File: src/common/tiny_cpu_config.svh
`ifndef TINY_CPU_CONFIG_SVH
`define TINY_CPU_CONFIG_SVH

// --------------------
// Bus widths

// Byte address on both AHB-Lite ports
`define TINY_W_ADDR 32

// One instruction or one data word per beat
`define TINY_W_DATA 32

// --------------------
// Boot

// First fetch address after reset, word aligned
`define TINY_RESET_VECTOR 32'h0000_0000

`endif

File: src/common/tiny_cpu_pkg.sv
`default_nettype none

`include "tiny_cpu_config.svh"

package tiny_cpu_pkg;

	// --------------------
	// AHB-Lite encodings
	localparam logic [1:0] HTRANS_IDLE   = 2'b00;
	localparam logic [1:0] HTRANS_NONSEQ = 2'b10;
	localparam logic [2:0] HSIZE_BYTE    = 3'b000;
	localparam logic [2:0] HSIZE_WORD    = 3'b010;
	localparam logic [2:0] HBURST_SINGLE = 3'b000;
	// Data access, user mode
	localparam logic [3:0] HPROT_DATA    = 4'b0001;

	// --------------------
	// Core sequencing
	typedef enum logic [2:0] {
		FETCH      = 3'd0,
		FETCH_WAIT = 3'd1,
		EXECUTE    = 3'd2,
		MEM        = 3'd3,
		MEM_WAIT   = 3'd4,
		HALTED     = 3'd5,
		TRAPPED    = 3'd6
	} core_state_e;

	// Top byte of each instruction, all other codes illegal
	typedef enum logic [7:0] {
		OP_LDW  = 8'h01,
		OP_LDB  = 8'h02,
		OP_STW  = 8'h03,
		OP_STB  = 8'h04,
		OP_ADDI = 8'h05,
		OP_BNEZ = 8'h06,
		OP_JMP  = 8'h07,
		OP_HALT = 8'h08
	} opcode_e;

	typedef enum logic {
		SIZE_BYTE = 1'b0,
		SIZE_WORD = 1'b1
	} mem_size_e;

	// --------------------
	// Core to port requests
	typedef struct packed {
		logic                    req;
		logic [`TINY_W_ADDR-1:0] addr;
	} fetch_req_t;

	typedef struct packed {
		logic                    req;
		logic [`TINY_W_ADDR-1:0] addr;
		logic                    write;
		mem_size_e               size;
		logic [`TINY_W_DATA-1:0] wdata;
	} mem_req_t;

	// Shared by both ports
	typedef struct packed {
		logic                    aph_ready;
		logic                    dph_ready;
		// Valid only with dph_ready
		logic                    err;
		logic [`TINY_W_DATA-1:0] rdata;
	} bus_rsp_t;

endpackage

`default_nettype wire

File: src/core/tiny_core.sv
`timescale 1ns/100ps
`default_nettype none

`include "tiny_cpu_config.svh"

module tiny_core (
	input  logic                     clk,
	input  logic                     rst_n,
	output tiny_cpu_pkg::fetch_req_t fetch_req_o,
	input  tiny_cpu_pkg::bus_rsp_t   fetch_rsp_i,
	output tiny_cpu_pkg::mem_req_t   mem_req_o,
	input  tiny_cpu_pkg::bus_rsp_t   mem_rsp_i,
	output logic [`TINY_W_DATA-1:0]  acc_o,
	output logic                     halted_o,
	output logic                     trap_o
);

	localparam logic [`TINY_W_ADDR-1:0] PC_STEP = 4;

	tiny_cpu_pkg::core_state_e state_q;
	tiny_cpu_pkg::opcode_e     opcode;

	logic [`TINY_W_ADDR-1:0] pc_q;
	logic [`TINY_W_ADDR-1:0] pc_inc;
	logic [`TINY_W_DATA-1:0] acc_q;
	logic [`TINY_W_DATA-1:0] instr_q;
	logic [23:0]             operand;
	logic [`TINY_W_DATA-1:0] imm_sext;
	logic [`TINY_W_ADDR-1:0] operand_zext;
	logic                    is_store;
	logic                    is_byte;

	// --------------------
	// Decode

	// Opcode in the top byte, 24-bit operand below
	assign opcode  = tiny_cpu_pkg::opcode_e'(instr_q[31:24]);
	assign operand = instr_q[23:0];

	// Signed immediate for ADDI
	assign imm_sext     = {{(`TINY_W_DATA-24){operand[23]}}, operand};
	// Addresses and branch targets, unsigned
	assign operand_zext = {{(`TINY_W_ADDR-24){1'b0}}, operand};
	assign pc_inc       = pc_q + PC_STEP;

	assign is_store = (opcode == tiny_cpu_pkg::OP_STW) || (opcode == tiny_cpu_pkg::OP_STB);
	assign is_byte  = (opcode == tiny_cpu_pkg::OP_LDB) || (opcode == tiny_cpu_pkg::OP_STB);

	// --------------------
	// Bus requests

	// Held steady by the state until accepted
	always_comb begin
		fetch_req_o.req  = (state_q == tiny_cpu_pkg::FETCH);
		fetch_req_o.addr = pc_q;

		mem_req_o.req   = (state_q == tiny_cpu_pkg::MEM);
		mem_req_o.addr  = operand_zext;
		mem_req_o.write = is_store;
		mem_req_o.size  = is_byte ? tiny_cpu_pkg::SIZE_BYTE : tiny_cpu_pkg::SIZE_WORD;
		// Stores always write the accumulator
		mem_req_o.wdata = acc_q;
	end

	// --------------------
	// Sequencing and execute

	always_ff @(posedge clk or negedge rst_n) begin
		if (!rst_n) begin
			state_q <= tiny_cpu_pkg::FETCH;
			pc_q    <= `TINY_RESET_VECTOR;
			acc_q   <= '0;
		end else begin
			case (state_q)
				tiny_cpu_pkg::FETCH: begin
					if (fetch_rsp_i.aph_ready) begin
						state_q <= tiny_cpu_pkg::FETCH_WAIT;
					end
				end
				tiny_cpu_pkg::FETCH_WAIT: begin
					// Bus fault or bad PC
					if (fetch_rsp_i.dph_ready) begin
						state_q <= fetch_rsp_i.err ? tiny_cpu_pkg::TRAPPED
							: tiny_cpu_pkg::EXECUTE;
					end
				end
				tiny_cpu_pkg::EXECUTE: begin
					case (opcode)
						tiny_cpu_pkg::OP_LDW,
						tiny_cpu_pkg::OP_LDB,
						tiny_cpu_pkg::OP_STW,
						tiny_cpu_pkg::OP_STB: begin
							state_q <= tiny_cpu_pkg::MEM;
						end
						tiny_cpu_pkg::OP_ADDI: begin
							acc_q   <= acc_q + imm_sext;
							pc_q    <= pc_inc;
							state_q <= tiny_cpu_pkg::FETCH;
						end
						tiny_cpu_pkg::OP_BNEZ: begin
							// Taken on any nonzero accumulator
							pc_q    <= (acc_q != '0) ? operand_zext : pc_inc;
							state_q <= tiny_cpu_pkg::FETCH;
						end
						tiny_cpu_pkg::OP_JMP: begin
							pc_q    <= operand_zext;
							state_q <= tiny_cpu_pkg::FETCH;
						end
						tiny_cpu_pkg::OP_HALT: begin
							state_q <= tiny_cpu_pkg::HALTED;
						end
						// Unknown opcode
						default: begin
							state_q <= tiny_cpu_pkg::TRAPPED;
						end
					endcase
				end
				tiny_cpu_pkg::MEM: begin
					if (mem_rsp_i.aph_ready) begin
						state_q <= tiny_cpu_pkg::MEM_WAIT;
					end
				end
				tiny_cpu_pkg::MEM_WAIT: begin
					if (mem_rsp_i.dph_ready) begin
						if (mem_rsp_i.err) begin
							state_q <= tiny_cpu_pkg::TRAPPED;
						end else begin
							// Loads replace the accumulator
							if (!is_store) begin
								acc_q <= mem_rsp_i.rdata;
							end
							pc_q    <= pc_inc;
							state_q <= tiny_cpu_pkg::FETCH;
						end
					end
				end
				// HALTED and TRAPPED hold until reset
				default: begin
					state_q <= state_q;
				end
			endcase
		end
	end

	// Instruction latch at end of fetch
	always_ff @(posedge clk) begin
		if (state_q == tiny_cpu_pkg::FETCH_WAIT && fetch_rsp_i.dph_ready) begin
			instr_q <= fetch_rsp_i.rdata;
		end
	end

	// --------------------
	// Status

	assign acc_o    = acc_q;
	assign halted_o = (state_q == tiny_cpu_pkg::HALTED);
	assign trap_o   = (state_q == tiny_cpu_pkg::TRAPPED);

endmodule

`default_nettype wire

File: src/hdl/fetch_port.sv
`timescale 1ns/100ps
`default_nettype none

`include "tiny_cpu_config.svh"

module fetch_port (
	input  logic                     clk,
	input  logic                     rst_n,
	input  tiny_cpu_pkg::fetch_req_t req_i,
	output tiny_cpu_pkg::bus_rsp_t   rsp_o,
	output logic [`TINY_W_ADDR-1:0]  haddr_o,
	output logic [1:0]               htrans_o,
	output logic [2:0]               hsize_o,
	output logic [2:0]               hburst_o,
	output logic [3:0]               hprot_o,
	input  logic                     hready_i,
	input  logic                     hresp_i,
	input  logic [`TINY_W_DATA-1:0]  hrdata_i
);

	// --------------------
	// Address phase

	logic misaligned;
	logic bus_req;
	logic dphase_q;
	logic local_err_q;

	// Word fetch only, so any low address bit set is bad
	assign misaligned = req_i.req && (req_i.addr[1:0] != 2'b00);
	// Bad fetches never reach the bus
	assign bus_req    = req_i.req && !misaligned;

	assign haddr_o  = req_i.addr;
	assign htrans_o = bus_req ? tiny_cpu_pkg::HTRANS_NONSEQ : tiny_cpu_pkg::HTRANS_IDLE;
	// Fixed attributes of a read-only instruction master
	assign hsize_o  = tiny_cpu_pkg::HSIZE_WORD;
	assign hburst_o = tiny_cpu_pkg::HBURST_SINGLE;
	assign hprot_o  = tiny_cpu_pkg::HPROT_DATA;

	// --------------------
	// Data phase tracking

	// Advances only when the slave is ready
	always_ff @(posedge clk or negedge rst_n) begin
		if (!rst_n) begin
			dphase_q <= 1'b0;
		end else if (hready_i) begin
			dphase_q <= bus_req;
		end
	end

	// One-cycle local error for a refused fetch
	always_ff @(posedge clk or negedge rst_n) begin
		if (!rst_n) begin
			local_err_q <= 1'b0;
		end else begin
			local_err_q <= misaligned;
		end
	end

	// Refused fetch accepted at once, bus fetch waits for hready
	always_comb begin
		rsp_o.aph_ready = misaligned || (bus_req && hready_i);
		rsp_o.dph_ready = local_err_q || (dphase_q && hready_i);
		rsp_o.err       = local_err_q || (dphase_q && hready_i && hresp_i);
		// Instruction word straight from the bus
		rsp_o.rdata     = hrdata_i;
	end

endmodule

`default_nettype wire

File: src/hdl/lsu_port.sv
`timescale 1ns/100ps
`default_nettype none

`include "tiny_cpu_config.svh"

module lsu_port (
	input  logic                    clk,
	input  logic                    rst_n,
	input  tiny_cpu_pkg::mem_req_t  req_i,
	output tiny_cpu_pkg::bus_rsp_t  rsp_o,
	output logic [`TINY_W_ADDR-1:0] haddr_o,
	output logic [1:0]              htrans_o,
	output logic                    hwrite_o,
	output logic [2:0]              hsize_o,
	output logic [2:0]              hburst_o,
	output logic [3:0]              hprot_o,
	output logic [`TINY_W_DATA-1:0] hwdata_o,
	input  logic                    hready_i,
	input  logic                    hresp_i,
	input  logic [`TINY_W_DATA-1:0] hrdata_i
);

	logic                    is_byte;
	logic                    misaligned;
	logic                    bus_req;
	logic                    aph_done;
	logic                    dphase_q;
	logic                    local_err_q;
	logic [`TINY_W_DATA-1:0] wdata_q;
	logic [1:0]              lane_q;
	logic                    byte_q;
	logic [7:0]              rd_byte;

	// --------------------
	// Address phase

	assign is_byte    = (req_i.size == tiny_cpu_pkg::SIZE_BYTE);
	// Bytes may sit anywhere, words need a clean address
	assign misaligned = req_i.req && !is_byte && (req_i.addr[1:0] != 2'b00);
	assign bus_req    = req_i.req && !misaligned;
	assign aph_done   = bus_req && hready_i;

	assign haddr_o  = req_i.addr;
	assign htrans_o = bus_req ? tiny_cpu_pkg::HTRANS_NONSEQ : tiny_cpu_pkg::HTRANS_IDLE;
	assign hwrite_o = req_i.write;
	assign hsize_o  = is_byte ? tiny_cpu_pkg::HSIZE_BYTE : tiny_cpu_pkg::HSIZE_WORD;
	assign hburst_o = tiny_cpu_pkg::HBURST_SINGLE;
	assign hprot_o  = tiny_cpu_pkg::HPROT_DATA;

	// --------------------
	// Data phase

	always_ff @(posedge clk or negedge rst_n) begin
		if (!rst_n) begin
			dphase_q    <= 1'b0;
			local_err_q <= 1'b0;
		end else begin
			// Held while the slave stalls
			if (hready_i) begin
				dphase_q <= bus_req;
			end
			local_err_q <= misaligned;
		end
	end

	// Captured at accept, used one beat later
	always_ff @(posedge clk) begin
		if (aph_done) begin
			// Byte store lands on every lane, slave picks by address
			wdata_q <= is_byte ? {(`TINY_W_DATA/8){req_i.wdata[7:0]}} : req_i.wdata;
			lane_q  <= req_i.addr[1:0];
			byte_q  <= is_byte;
		end
	end

	assign hwdata_o = wdata_q;

	// Little-endian lane select
	assign rd_byte = hrdata_i[8*lane_q +: 8];

	always_comb begin
		rsp_o.aph_ready = misaligned || aph_done;
		rsp_o.dph_ready = local_err_q || (dphase_q && hready_i);
		rsp_o.err       = local_err_q || (dphase_q && hready_i && hresp_i);
		// Zero-extended byte or whole word
		if (byte_q) begin
			rsp_o.rdata = {{(`TINY_W_DATA-8){1'b0}}, rd_byte};
		end else begin
			rsp_o.rdata = hrdata_i;
		end
	end

endmodule

`default_nettype wire

File: src/hdl/tiny_cpu_2port.sv
`timescale 1ns/100ps
`default_nettype none

`include "tiny_cpu_config.svh"

module tiny_cpu_2port (
	input  logic                    clk,
	input  logic                    rst_n,

	// Instruction fetch master
	output logic [`TINY_W_ADDR-1:0] i_haddr_o,
	output logic [1:0]              i_htrans_o,
	output logic [2:0]              i_hsize_o,
	output logic [2:0]              i_hburst_o,
	output logic [3:0]              i_hprot_o,
	input  logic                    i_hready_i,
	input  logic                    i_hresp_i,
	input  logic [`TINY_W_DATA-1:0] i_hrdata_i,

	// Load/store master
	output logic [`TINY_W_ADDR-1:0] d_haddr_o,
	output logic [1:0]              d_htrans_o,
	output logic                    d_hwrite_o,
	output logic [2:0]              d_hsize_o,
	output logic [2:0]              d_hburst_o,
	output logic [3:0]              d_hprot_o,
	output logic [`TINY_W_DATA-1:0] d_hwdata_o,
	input  logic                    d_hready_i,
	input  logic                    d_hresp_i,
	input  logic [`TINY_W_DATA-1:0] d_hrdata_i,

	// Status
	output logic [`TINY_W_DATA-1:0] acc_o,
	output logic                    halted_o,
	output logic                    trap_o
);

	tiny_cpu_pkg::fetch_req_t fetch_req;
	tiny_cpu_pkg::bus_rsp_t   fetch_rsp;
	tiny_cpu_pkg::mem_req_t   mem_req;
	tiny_cpu_pkg::bus_rsp_t   mem_rsp;

	// --------------------
	// Core

	tiny_core tiny_core_i (
		.clk         (clk),
		.rst_n       (rst_n),
		.fetch_req_o (fetch_req),
		.fetch_rsp_i (fetch_rsp),
		.mem_req_o   (mem_req),
		.mem_rsp_i   (mem_rsp),
		.acc_o       (acc_o),
		.halted_o    (halted_o),
		.trap_o      (trap_o)
	);

	// --------------------
	// Fetch side
	fetch_port fetch_port_i (
		.clk      (clk),
		.rst_n    (rst_n),
		.req_i    (fetch_req),
		.rsp_o    (fetch_rsp),
		.haddr_o  (i_haddr_o),
		.htrans_o (i_htrans_o),
		.hsize_o  (i_hsize_o),
		.hburst_o (i_hburst_o),
		.hprot_o  (i_hprot_o),
		.hready_i (i_hready_i),
		.hresp_i  (i_hresp_i),
		.hrdata_i (i_hrdata_i)
	);

	// --------------------
	// Load/store side
	lsu_port lsu_port_i (
		.clk      (clk),
		.rst_n    (rst_n),
		.req_i    (mem_req),
		.rsp_o    (mem_rsp),
		.haddr_o  (d_haddr_o),
		.htrans_o (d_htrans_o),
		.hwrite_o (d_hwrite_o),
		.hsize_o  (d_hsize_o),
		.hburst_o (d_hburst_o),
		.hprot_o  (d_hprot_o),
		.hwdata_o (d_hwdata_o),
		.hready_i (d_hready_i),
		.hresp_i  (d_hresp_i),
		.hrdata_i (d_hrdata_i)
	);

endmodule

`default_nettype wire

File: config.mk
export PLATFORM = sky130hd
export DESIGN_NAME = tiny_cpu_2port
export DESIGN_NICKNAME = d
export VERILOG_FILES = /design/src/common/tiny_cpu_pkg.sv /design/src/core/tiny_core.sv /design/src/hdl/fetch_port.sv /design/src/hdl/lsu_port.sv /design/src/hdl/tiny_cpu_2port.sv
export VERILOG_INCLUDE_DIRS = /design/src /design/src/common
export SDC_FILE = /design/constraint.sdc
export NUM_CORES = 1
export LEC_CHECK = 0
export CAP_MARGIN = 30
export CORE_UTILIZATION = 50
export DETAILED_ROUTE_END_ITERATION = 7
export DONT_BUFFER_PORTS = 1
export GPL_ROUTABILITY_DRIVEN = 1
export PLACE_DENSITY = 0.64
export SETUP_SLACK_MARGIN = 0.02
export SLEW_MARGIN = 20
export SYNTH_ARGS = -nofsm -noshare
export SYNTH_HDL_FRONTEND = slang
export SYNTH_HIERARCHICAL = 1
export SYNTH_SLANG_ARGS = --single-unit
File: constraint.sdc
create_clock -name clk -period 3.8 [get_ports clk]
set_input_delay 0 -clock clk [delete_from_list [all_inputs] [get_ports clk]]
set_output_delay 0 -clock clk [all_outputs]
set_load 0.01 [all_outputs]
==> flow_metrics.py <==
metrics = {
    "yosys": {
        "synth_top_area_cell": "edfxtp_1",
        "ys_top_cells_by_area": "edfxtp_1, dfrtp_1, buf_4",
        "ys_ff_latch": 138,
        "ys_warn_count": 6,
        "synth-main-ff-cell": "dfrtp_1",
        "synth-edff-count": 67,
        "yosysMostFrequentCell": "buf_4",
        "syn_area_per_cell_um2": 8.94,
        "synthTopCellsByCount": "buf_4, nand2_1, a21oi_1",
        "synthesis.area_mm2": 0.00961,
        "seq_area_frac_synth_pct": 39.4,
        "synth_async_sr_flop_share_pct": 51.4,
        "synthCells": 1075,
        "synth_top_area_share_pct": 20.9,
        "synthDistinctLibCells": 79,
    },
    "place": {
        "numPortBuffers": 0,
        "post-place-ws_ps": 613,
        "place_congestion": 0.968,
        "place_hpwl_um": 19200,
    },
    "global_routing": {
        "grt_use_met1_pct": 35.1,
        "met2_usage_pct": 41.8,
        "antenna_found_initial": 0,
        "grt_pass1_wl_um": 39700,
        "grt_max_degree": 72,
        "gr-usage-met3_pct": 6.66,
        "grt_pass1_vias": 6817,
        "grt_usage_pct": 26.8,
        "grt.overflow.total": 0,
        "top_usage_layer": "met2",
    },
    "drt": {
        "num_vias": 7306,
        "final_antenna_net_count": 0,
        "drtIter0Drc": 583,
        "drt-total-wl_um": 26200,
        "avgRoutedWirePerCell_um": 21.3,
        "vias_per_cell": 5.93,
        "drc_errors": 0,
        "first_pass_iters": 5,
    },
    "finish": {
        "syn_to_final_growth_pct": 2.70,
        "final_layout_size_suffix_gt1_share_pct": 8.31,
        "diodes": 0,
        "final_nets": 1089,
    },
    "critical_path": {
        "worstRegToRegCells": 11,
        "start_kind": "register",
        "critical_path_class": "reg -> reg",
        "timing.rr.end": "tiny_core_i/acc_o[30]",
        "critPathCaptureType": "register",
        "crit_path_cell_trace": "ha_1 -> fa_1 -> a21o_1 -> a211o_1 -> a31oi_2 -> o31ai_2 -> a41oi_2 -> o31ai_2 -> a41oi_1 -> xor2_1 -> o21ai_0",
        "worstPathMaxFanout": 6,
        "cpMostUsedCell": "o31ai_2",
        "rrSetupSlack_ps": 580,
        "critPathSlowestCell": "dfrtp_1",
        "required_ps": 4100,
        "worst_path_largest_cell_delay_ps": 480,
        "r2r_start": "tiny_core_i/acc_o[0]",
        "arrival_ps": 3530,
    },
    "status": {
        "outcome": "complete, no violations",
    },
    "clock_network": {
        "htreeDepth": 4,
        "post_cts_buffers": 0,
        "cts_buffer_depth": 2,
        "cts_buffers": 17,
        "path_clk_slew_ps": 70,
        "cts_tree": "yes",
        "worstSkewPairLatency_ps": 430,
        "clkSinkCount": 138,
        "root_buffer": "clkbuf_16",
    },
    "hold_path": {
        "min_from": "d_hrdata_i[20]",
        "hold_path.class": "in -> reg",
        "worstHoldEndpoint": "tiny_core_i/acc_o[4]",
        "whs_path_depth": 4,
    },
    "floorplan": {
        "die_x_um": 141,
        "die_h_um": 141,
        "die_area_mm2": 0.0198,
        "start_util_pct": 51.2,
        "core_area_mm2": 0.0188,
        "num_rows": 50,
        "io_pins": 225,
    },
    "power": {
        "finalPower_mw": 6.61,
        "vdd_ir_drop_max_mv": 0.422,
        "powerDensity_mw_per_mm2": 670,
        "leakagePower_nw": 4.15,
    },
    "timing": {
        "clock_skew_ps": 11.6,
        "worstMarginPinSlew_ps": 748,
        "fin_crit_sh_pct": 84.8,
        "final_max_slew_viol_count": 0,
        "period_needed_ps": 3220,
        "setup-violations-final": 0,
        "fmax_ghz": 0.310,
        "setup_ws_ps": 578,
        "slew-limit-headroom_pct": 50.1,
        "setup_tns_ps": 0,
        "final-hold-violation-count": 0,
        "rsz0062_at_grt": "no",
    },
    "flow_run": {
        "cap_violations": 0,
    },
}
[metal layers]
layer | vias up | routed length (µm)
li1 | 3405 | -
met1 | 3455 | 11100
met2 | 392 | 11800
met3 | 54 | 2430
met4 | 0 | 937
met5 | - | 0
[cell usage in the layout (no fill, tap or decap), types with 5 or more instances in the layout]
master         netlist  final
conb_1               5     29
o22ai_1             14     14
nand3_1             32     32
inv_1               16     16
nand2b_1             6      6
a21o_1              27     27
dfrtp_1             71     71
and3_1               9      9
nor2b_1             26     26
nand2_1            152    152
inv_8                0      6
nand4_1             12     12
o211ai_1             5      5
xnor2_1             17     17
nor4_1               7      7
a31oi_1             13     13
or3_1                8      8
nor3_1              20     20
buf_4              188     23
nor2_1              72     71
edfxtp_1            67     67
clkbuf_16            0     17
xor2_1              23     23
o21ai_0             46     46
mux2i_1             10     10
ha_1                32     32
dlygate4sd3_1        0     66
a211oi_1             5      5
a22oi_1              8      8
a21oi_1             76     76
[critical path: cells and delay by family, from the launching register on]
family	cells	cell delay [ps]
compound gates	8	1760
fa+ha+maj	2	700
flops	1	480
xor+xnor	1	160
[state kept, by name, summed over array words and instances (netlist names)]
name	count
lsu_port_i/local_err_q	1
tiny_core_i/instr_q	32
tiny_core_i/pc_q	32
lsu_port_i/dphase_q	1
fetch_port_i/dphase_q	1
tiny_core_i/acc_o	32
lsu_port_i/byte_q	1
fetch_port_i/local_err_q	1
lsu_port_i/hwdata_o	32
tiny_core_i/state_q	3
lsu_port_i/lane_q	2
[metrics by stage]
stage	area, µm²	utilization (%)	hold slack (ps)	std cells
3_3_place_gp	8610	45.9	-291	1134
2_1_floorplan	9700	-	-296	1099
6_report	9870	52.6	23.6	1233
3_5_place_dp	8610	45.9	-290	1134
4_1_cts	9870	52.6	3.73	1233
5_1_grt	9870	52.6	39.4	1233
[report_power, final]
part	switching (mW)	internal [mW]	leakage, nW
Clock	0.753	0.874	0.279
Combinational	1.51	1.01	2.36
Sequential	0.596	1.86	1.51
Total	2.86	3.75	4.15
[final cells by class]
| cell class | instances | area (µm²) |
|---|---|---|
| Sequential cell | 138 | 3790 |
| Tap cell | 234 | 293 |
| Inverter | 17 | 63.8 |
| Multi-Input combinational cell | 722 | 4290 |
| Clock inverter | 15 | 148 |
| Fill cell | 1712 | 8900 |
| Clock buffer | 17 | 425 |
| Timing Repair Buffer | 90 | 861 |
[logic make-up after synthesis]
kind of cell / synth area share (%)
XOR/XNOR: 3.65
buffers and inverters: 17.0
AND/OR/NAND/NOR: 17.9
adder cells (fa/ha/maj): 4.37
other: 0.195
AO/OA/AOI/OAI: 16.1
multiplexers: 1.43
flip-flops: 39.4
[worst max path at each step]
stage / start / endpoint / slack [ps] / cells past startpoint
6_report: tiny_core_i/acc_o[0] / tiny_core_i/acc_o[30] / 580 / 11
5_1_grt: tiny_core_i/acc_o[0] / tiny_core_i/acc_o[24] / 350 / 11
3_5_place_dp: tiny_core_i/acc_o[0] / tiny_core_i/acc_o[24] / 610 / 11
2_1_floorplan: tiny_core_i/state_q[2] / tiny_core_i/instr_q[0] / 160 / 3
4_1_cts: tiny_core_i/acc_o[0] / tiny_core_i/acc_o[24] / 590 / 11
3_3_place_gp: tiny_core_i/acc_o[0] / tiny_core_i/acc_o[24] / 640 / 11
[repair_timing]
item,in CTS,in global routing
setup endpoints to repair,0,0
hold endpoints to repair,138,0
resized for setup,0,0
hold buffers,67,0
No activity file was read; power rests on OpenSTA's default activity.
